### src/l15_adapter_pkg.sv
/*
 * Shared widths, L1.5 encodings and payload structs for the cache to L1.5 adapter.
 * Only loads and stores are encoded; the L1.5 thread id is a single bit (two slots).
 */
package l15_adapter_pkg;

    localparam int unsigned PA_WIDTH     = 40;
    localparam int unsigned DW_WIDTH     = 64;
    localparam int unsigned BE_WIDTH     = DW_WIDTH / 8;
    localparam int unsigned MEM_ID_WIDTH = 4;
    localparam int unsigned PID_WIDTH    = 2;
    localparam int unsigned RTRN_DWORDS  = 4;
    localparam bit          SWAP_ENDIAN  = 1'b1;  // Cache side is little endian, L1.5 big endian

    typedef enum logic [4:0] {
        L15_LOAD_RQ  = 5'b00000,
        L15_STORE_RQ = 5'b00001
    } l15_rqtype_e;

    typedef enum logic [3:0] {
        L15_LOAD_RET  = 4'b0000,
        L15_STORE_ACK = 4'b0100,
        L15_ERR_RET   = 4'b1100
    } l15_rtntype_e;

    typedef struct packed {
        logic [PA_WIDTH-1:0]     addr;
        logic [2:0]              size;       // log2 of bytes, 4 means 16 bytes
        logic [MEM_ID_WIDTH-1:0] id;
        logic [PID_WIDTH-1:0]    pid;
        logic                    cacheable;
        logic                    is_write;
        logic [DW_WIDTH-1:0]     wdata;
        logic [BE_WIDTH-1:0]     be;
        logic                    pad;
    } mem_req_t;

    typedef struct packed {
        logic [MEM_ID_WIDTH-1:0]         id;
        logic [PID_WIDTH-1:0]            pid;
        logic                            error;
        logic [RTRN_DWORDS*DW_WIDTH-1:0] rdata;
    } mem_resp_t;

    typedef struct packed {
        logic                val;
        l15_rqtype_e         rqtype;
        logic                nc;
        logic [2:0]          size;
        logic                threadid;
        logic [PA_WIDTH-1:0] address;
        logic [DW_WIDTH-1:0] data;
        logic                pad;
    } l15_req_t;

    typedef struct packed {
        logic                                 val;
        l15_rtntype_e                         returntype;
        logic                                 threadid;
        logic [RTRN_DWORDS-1:0][DW_WIDTH-1:0] data;  // data[0] is the lowest doubleword
    } l15_rtrn_t;

    typedef struct packed {
        logic [MEM_ID_WIDTH-1:0] id;
        logic [PID_WIDTH-1:0]    pid;
    } slot_tag_t;

    // Byte reversal within one doubleword
    function automatic logic [DW_WIDTH-1:0] swap_bytes64(input logic [DW_WIDTH-1:0] d);
        logic [DW_WIDTH-1:0] s;
        for (int i = 0; i < BE_WIDTH; i++) begin
            s[8*i +: 8] = d[8*(BE_WIDTH-1-i) +: 8];
        end
        return s;
    endfunction

endpackage

### src/hpdcache_to_l15.sv
/*
 * Cache memory port to L1.5 adapter, loads and stores only.
 * At most two requests in flight; all outputs are combinational.
 */
module hpdcache_to_l15 import l15_adapter_pkg::*; (
    input  logic      clk_i,
    input  logic      rst_ni,

    input  logic      req_valid_i,
    output logic      req_ready_o,
    input  mem_req_t  req_i,

    output logic      resp_valid_o,
    input  logic      resp_ready_i,
    output mem_resp_t resp_o,

    output l15_req_t  l15_req_o,
    input  logic      l15_ack_i,
    input  l15_rtrn_t l15_rtrn_i,
    output logic      l15_req_ack_o
);

    l15_req_t  l15_fields;
    logic      slot_free;
    logic      slot_tid;
    slot_tag_t rtrn_tag;

    l15_req_translator i_req_translator (
        .req_i        (req_i),
        .l15_fields_o (l15_fields)
    );

    l15_thread_table i_thread_table (
        .clk_i        (clk_i),
        .rst_ni       (rst_ni),
        .req_valid_i  (req_valid_i),
        .l15_ack_i    (l15_ack_i),
        .req_tag_i    ({req_i.id, req_i.pid}),
        .rtrn_val_i   (l15_rtrn_i.val),
        .rtrn_tid_i   (l15_rtrn_i.threadid),
        .resp_ready_i (resp_ready_i),
        .free_o       (slot_free),
        .tid_o        (slot_tid),
        .tag_o        (rtrn_tag)
    );

    l15_resp_translator i_resp_translator (
        .l15_rtrn_i    (l15_rtrn_i),
        .tag_i         (rtrn_tag),
        .resp_ready_i  (resp_ready_i),
        .resp_valid_o  (resp_valid_o),
        .resp_o        (resp_o),
        .l15_req_ack_o (l15_req_ack_o)
    );

    assign req_ready_o = l15_ack_i & slot_free;

    always_comb begin
        l15_req_o          = l15_fields;
        l15_req_o.val      = req_valid_i & slot_free;  // No request without a slot
        l15_req_o.threadid = slot_tid;
    end

endmodule

### src/l15_req_translator.sv
/*
 * Maps a cache load or store onto L1.5 request fields.
 * val and threadid are left at zero and filled in by the top level.
 */
module l15_req_translator import l15_adapter_pkg::*; (
    input  mem_req_t req_i,
    output l15_req_t l15_fields_o
);

    logic [2:0]          st_size;
    logic [PA_WIDTH-1:0] st_addr;
    logic [DW_WIDTH-1:0] st_data;
    logic [DW_WIDTH-1:0] raw_data;

    l15_store_encoder i_store_encoder (
        .be_i    (req_i.be),
        .addr_i  (req_i.addr),
        .wdata_i (req_i.wdata),
        .size_o  (st_size),
        .addr_o  (st_addr),
        .data_o  (st_data)
    );

    always_comb begin
        l15_fields_o    = '0;
        l15_fields_o.nc = ~req_i.cacheable;
        if (req_i.is_write) begin
            l15_fields_o.rqtype  = L15_STORE_RQ;
            l15_fields_o.size    = st_size;
            l15_fields_o.address = st_addr;
            raw_data             = st_data;
        end else begin
            l15_fields_o.rqtype  = L15_LOAD_RQ;
            // 16 byte loads use the L1.5 line size code
            l15_fields_o.size    = (req_i.size == 3'd4) ? 3'd7 : req_i.size;
            l15_fields_o.address = req_i.addr;
            raw_data             = req_i.wdata;  // Ignored by the L1.5 on loads
        end

        if (SWAP_ENDIAN) begin
            l15_fields_o.data = swap_bytes64(raw_data);
        end else begin
            l15_fields_o.data = raw_data;
        end
    end

endmodule

### src/l15_resp_translator.sv
/*
 * Turns an L1.5 return into a cache response. The whole 32 byte payload
 * arrives in one beat; the L1.5 holds it until l15_req_ack_o.
 */
module l15_resp_translator import l15_adapter_pkg::*; (
    input  l15_rtrn_t l15_rtrn_i,
    input  slot_tag_t tag_i,
    input  logic      resp_ready_i,
    output logic      resp_valid_o,
    output mem_resp_t resp_o,
    output logic      l15_req_ack_o
);

    assign resp_valid_o  = l15_rtrn_i.val;
    assign l15_req_ack_o = l15_rtrn_i.val & resp_ready_i;  // Consumed only when accepted

    always_comb begin
        resp_o.id    = tag_i.id;
        resp_o.pid   = tag_i.pid;
        resp_o.error = (l15_rtrn_i.returntype == L15_ERR_RET);
        for (int i = 0; i < RTRN_DWORDS; i++) begin
            // Doubleword order is kept, bytes swapped inside each one
            if (SWAP_ENDIAN) begin
                resp_o.rdata[DW_WIDTH*i +: DW_WIDTH] = swap_bytes64(l15_rtrn_i.data[i]);
            end else begin
                resp_o.rdata[DW_WIDTH*i +: DW_WIDTH] = l15_rtrn_i.data[i];
            end
        end
    end

endmodule

### src/l15_store_encoder.sv
/*
 * Store size and offset from the byte enables. Contiguous 1/2/4/8 byte groups
 * are assumed aligned to their size; other patterns go out as size 7, address unchanged.
 */
module l15_store_encoder import l15_adapter_pkg::*; (
    input  logic [BE_WIDTH-1:0] be_i,
    input  logic [PA_WIDTH-1:0] addr_i,
    input  logic [DW_WIDTH-1:0] wdata_i,
    output logic [2:0]          size_o,
    output logic [PA_WIDTH-1:0] addr_o,
    output logic [DW_WIDTH-1:0] data_o
);

    logic [3:0] num_ones;
    logic [2:0] first_pos;   // Lowest enabled byte lane
    logic [2:0] offset;
    logic [2:0] lane_mask;   // Byte lanes inside one chunk, minus one

    assign num_ones = 4'($countones(be_i));

    always_comb begin
        first_pos = '0;
        for (int i = BE_WIDTH - 1; i >= 0; i--) begin
            if (be_i[i]) begin
                first_pos = 3'(i);
            end
        end
    end

    always_comb begin
        addr_o = addr_i;
        unique case (num_ones)
            4'd1: begin
                size_o    = 3'd0;
                offset    = first_pos;
                lane_mask = 3'b000;
            end
            4'd2: begin
                size_o    = 3'd1;
                offset    = {first_pos[2:1], 1'b0};
                lane_mask = 3'b001;
            end
            4'd4: begin
                size_o    = 3'd2;
                offset    = {first_pos[2], 2'b00};
                lane_mask = 3'b011;
            end
            4'd8: begin
                size_o    = 3'd3;
                offset    = 3'b000;
                lane_mask = 3'b111;
            end
            default: begin
                size_o    = 3'd7;  // Irregular mask, whole doubleword
                offset    = 3'b000;
                lane_mask = 3'b111;
            end
        endcase
        if (size_o != 3'd7) begin
            addr_o = {addr_i[PA_WIDTH-1:3], offset};
        end
    end

    // Each lane picks the matching byte of the enabled chunk
    always_comb begin
        logic [2:0] src;
        for (int i = 0; i < BE_WIDTH; i++) begin
            src = (offset & ~lane_mask) | (3'(i) & lane_mask);
            data_o[8*i +: 8] = wdata_i[8*src +: 8];
        end
    end

endmodule

### src/l15_thread_table.sv
/*
 * Two L1.5 thread slots used as request credits. Each busy slot keeps the
 * requester id and port id until its return is consumed. A freed slot is reusable next cycle.
 */
module l15_thread_table import l15_adapter_pkg::*; (
    input  logic      clk_i,
    input  logic      rst_ni,
    input  logic      req_valid_i,
    input  logic      l15_ack_i,
    input  slot_tag_t req_tag_i,
    input  logic      rtrn_val_i,
    input  logic      rtrn_tid_i,
    input  logic      resp_ready_i,
    output logic      free_o,
    output logic      tid_o,
    output slot_tag_t tag_o
);

    // Bit n set means slot n is busy
    typedef enum logic [1:0] {
        SLOTS_FREE = 2'b00,
        SLOT0_BUSY = 2'b01,
        SLOT1_BUSY = 2'b10,
        SLOTS_BUSY = 2'b11
    } slot_state_e;

    slot_state_e state_q, state_d;
    slot_tag_t   tag_q [2];
    logic        accept;
    logic        consume;

    assign accept  = req_valid_i & l15_ack_i & free_o;
    assign consume = rtrn_val_i & resp_ready_i;

    assign free_o = (state_q != SLOTS_BUSY);
    assign tid_o  = state_q[0];   // Slot 1 whenever slot 0 is taken

    always_comb begin
        state_d = state_q;
        unique case (state_q)
            SLOTS_FREE: begin
                if (accept) begin
                    state_d = SLOT0_BUSY;
                end
            end
            SLOT0_BUSY: begin
                if (accept && consume) begin
                    state_d = SLOT1_BUSY;   // Slot 0 returns, slot 1 taken
                end else if (consume) begin
                    state_d = SLOTS_FREE;
                end else if (accept) begin
                    state_d = SLOTS_BUSY;
                end
            end
            SLOT1_BUSY: begin
                if (accept && consume) begin
                    state_d = SLOT0_BUSY;
                end else if (consume) begin
                    state_d = SLOTS_FREE;
                end else if (accept) begin
                    state_d = SLOTS_BUSY;
                end
            end
            SLOTS_BUSY: begin
                if (consume) begin
                    state_d = rtrn_tid_i ? SLOT0_BUSY : SLOT1_BUSY;
                end
            end
            default: state_d = SLOTS_FREE;
        endcase
    end

    always_ff @(posedge clk_i or negedge rst_ni) begin
        if (!rst_ni) begin
            state_q <= SLOTS_FREE;
        end else begin
            state_q <= state_d;
        end
    end

    always_ff @(posedge clk_i) begin
        if (accept) begin
            tag_q[tid_o] <= req_tag_i;
        end
    end

    assign tag_o = tag_q[rtrn_tid_i];

endmodule

### config.mk
export PLATFORM = sky130hd
export DESIGN_NAME = hpdcache_to_l15
export DESIGN_NICKNAME = d
export VERILOG_FILES = /design/src/l15_adapter_pkg.sv /design/src/hpdcache_to_l15.sv /design/src/l15_req_translator.sv /design/src/l15_resp_translator.sv /design/src/l15_store_encoder.sv /design/src/l15_thread_table.sv
export SDC_FILE = /design/constraint.sdc
export NUM_CORES = 1
export LEC_CHECK = 0
export BUFFER_PORTS_ARGS = -buffer_cell sky130_fd_sc_hd__clkbuf_2
export CORE_AREA = 4 4 295 297
export CTS_CLUSTER_SIZE = 8
export DETAILED_ROUTE_END_ITERATION = 12
export DIE_AREA = 0 0 299 301
export PLACE_DENSITY = 0.36
export SYNTH_ARGS = -nofsm -noshare
export SYNTH_HDL_FRONTEND = slang
export SYNTH_SLANG_ARGS = --single-unit
### constraint.sdc
create_clock -name clk_i -period 9.66 [get_ports clk_i]
set_input_delay 1.932 -clock clk_i [delete_from_list [all_inputs] [get_ports clk_i]]
set_output_delay 1.932 -clock clk_i [all_outputs]
set_load 0.1 [all_outputs]
==> results.txt <==
Status -> finished clean
Placed instance count -> 1803
Leakage -> 0.00263 µW
Max Cap Viol -> 0
Worst EP required -> 7.73 ns
Worst-path clk slew -> 0.05 ns
CTS root buffer -> clkbuf_16
Hold WC Path Type -> register to register
Global route total overflow -> 0
Power share of the clock group -> 4.1%
Setup TNS -> 0 ns
Buffer count from post-CTS setup fixing -> 0
Via count -> 5348
Clock Sinks -> 14
Hpwl dp -> 28600 µm
Fin nets -> 1062
Largest family of logic cells by synthesized area -> buffers and inverters
Share of layout cells above drive strength 1 -> 44.9%
CORE AREA -> 0.0846 mm²
Initial DRC Count -> 383
Met3 GRT Util -> 3.29%
Yosys reg bits -> 14
Xor/xnor share of the synthesized area -> 0.574%
Setup CP Type -> primary input to output pin
Global-route wire length before repair -> 45500 µm
Complex-gate fraction of the synthesized area -> 21.3%
Sequential area share after synthesis -> 6.72%
Sw Ratio -> 68.1%
Minimum clock period -> 9.10 ns
Post-synthesis simple-gate area fraction -> 8.44%
P_sw -> 1310 µW
Comb pwr share -> 91.8%
Met2 Usage GRT -> 11.7%
Synth Flop Type -> edfxtp_1
Seq pwr share -> 4.1%
Die H -> 301 µm
Unique masters post-synth -> 54
Largest net degree at the start of global routing -> 50
Largest vdd supply drop -> 0.000160 V
P_int -> 610 µW
Critical path data arrival time -> 7.17 ns
Die width -> 299 µm
# H-tree levels -> 1
Final wirelength -> 34500 µm
P&R area growth vs syn -> 14.6%
RSZ-0062 raised after global routing -> no
Fin. max-slew vios -> 0
Hold Vio Cnt, Final -> 0
Number of global-route vias before repair -> 5481
Total global-route track usage -> 7.14%
Setup-failing EPs final -> 0
DIE AREA -> 0.0900 mm²
Initial Util -> 7.21%
GRT Max-Usage Layer -> met2
Total power -> 1920 µW
Post-route clock period utilization -> 94.2%
DR vias/cell -> 2.95
Antenna viol nets, final -> 0
CTS tree -> done
Mapped Area -> 0.00610 mm²
I/O pin cnt -> 773
# port buffers -> 180
Final cell count without fillers -> 1812
Hold_buf cts -> 0
Post-synthesis mux area share -> 18.9%
M1 GR Usage -> 7.98%
Async SR Flop Fraction -> 14.3%
Worst skew pair latency -> 0.24 ns
Most frequent cells in the layout -> clkbuf_2 (131), nand2_1 (62), mux2_2 (62)
Placer Congestion -> 0.766
CP endpoint kind -> output pin
Highest clock rate -> 110 MHz
Syn avg cell area -> 7.74 µm²
Row count -> 107
Critical Path Fanout Max -> 19
DRT Pass-1 Iters -> 5
Slew Limit Headroom -> 33.7%
PostCTS Resize Cnt -> 0
Total CTS buffers -> 3
Post-Synthesis Cells -> 789
Worst-Margin Slew -> 0.991 ns
Drc violations -> 0
Final core utilization -> 8.27%
Pwr/cell area -> 274 mW/mm²
Adder-Cell Fraction of Synth Area -> 1.93%
EDFF count, synth -> 12
Number of synthesis warnings -> 0
Most common cell after layout, fill and taps aside -> clkbuf_2
Wirelength per Cell -> 19.0 µm
Antenna violations before repair -> 13
Max clock buf depth -> 2
Post-route clock skew -> 0.00134 ns
CP Launch Type -> primary input
-- final timing paths --
path | startpoint | endpoint | slack [ns] | cells after the start
worst max-delay path | req_i[1] | l15_req_o[47] | 0.56 | 16
worst min-delay path | i_thread_table.state_q[1] | i_thread_table.state_q[1] | 0.57 | 1
worst max register to register | i_thread_table.state_q[0] | i_thread_table.tag_q[1][4] | 8.28 | 2
worst min register to register | i_thread_table.state_q[1] | i_thread_table.state_q[1] | 0.57 | 1
max in group asynchronous | rst_ni | i_thread_table.state_q[1] | 8.09 | 1
min in group asynchronous | rst_ni | i_thread_table.state_q[0] | 1.47 | 1
-- per-layer routing --
| metal | share of wire (%) | up-vias |
|---|---|---|
| met3 | 12 | 131 |
| met1 | 38 | 2474 |
| li1 | - | 2279 |
| met5 | 0.23 | - |
| met2 | 46 | 452 |
| met4 | 4.3 | 12 |
-- metrics by stage --
stage / setup WS (ns) / cell area (µm²) / hold WS, ns
final: 0.561 / 7000 / 0.569
after global routing: 0.189 / 6990 / 0.631
after CTS: 0.423 / 6980 / 0.576
after detailed placement: 0.447 / 6900 / 0.559
after global placement: 0.495 / 6900 / 0.530
after floorplan: 0.604 / 6120 / 0.506
-- critical path: stages --
cell,delay [ns]
clkbuf_2,0.13
fa_1,0.49
ha_1,0.28
inv_1,0.05
fa_1,0.48
inv_1,0.05
fa_1,0.42
fa_1,0.52
and2_0,0.21
a21oi_1,0.35
a211o_2,0.61
buf_12,0.25
mux4_2,0.53
a222oi_1,0.38
a21oi_1,0.22
buf_12,0.23
-- flip-flops by register name, indices dropped and copies added, names as in the netlist --
signal / flops
i_thread_table.state_q: 2
i_thread_table.tag_q: 12
-- power by group through the flow --
stage / Sequential (µW) / Clock (µW) / Combinational, µW
floorplan: 78.9 / 0 / 1750
global placement: 79.8 / 0 / 1790
detailed placement: 80.4 / 0 / 1790
CTS: 79.5 / 79.0 / 1790
global route: 80.6 / 83.1 / 1850
finish: 79.5 / 78.0 / 1760
-- cell families after synthesis --
family,Yosys count
simple gates,115
xor+xnor,4
mux,97
flops,14
compound gates,177
fa+ha+maj,7
other cells,1
buf+inv,374
-- synth_stat cells, types with 3 or more instances --
library cell  count  area share (%)
buf_4           306              38
mux2_2           62              11
nand2_1          62             3.8
o221ai_1         52             7.5
o21ai_0          34             2.8
clkbuf_1         32             2.0
o211ai_1         31             3.8
inv_1            26             1.6
mux2i_1          25             4.1
a21oi_1          24             2.0
nor2_1           20             1.2
edfxtp_1         12             5.9
buf_2             9            0.74
a222oi_1          8             1.3
mux4_2            8             3.0
nand3_1           7            0.57
nand4_1           6            0.61
nor2b_1           6            0.61
o31ai_1           5            0.61
fa_1              4             1.3
ha_1              3            0.61
nor3_1            3            0.25
-- area by class of cell --
cell class	instances	area, µm²
antenna	5	12.5
clock buffer	4	78.8
fill	9939	77600
inverter	26	97.6
multi-input combinational	405	3170
sequential	14	410
tap	1144	1430
timing repair buffer	214	1790
(Power assumes the default switching activity.)
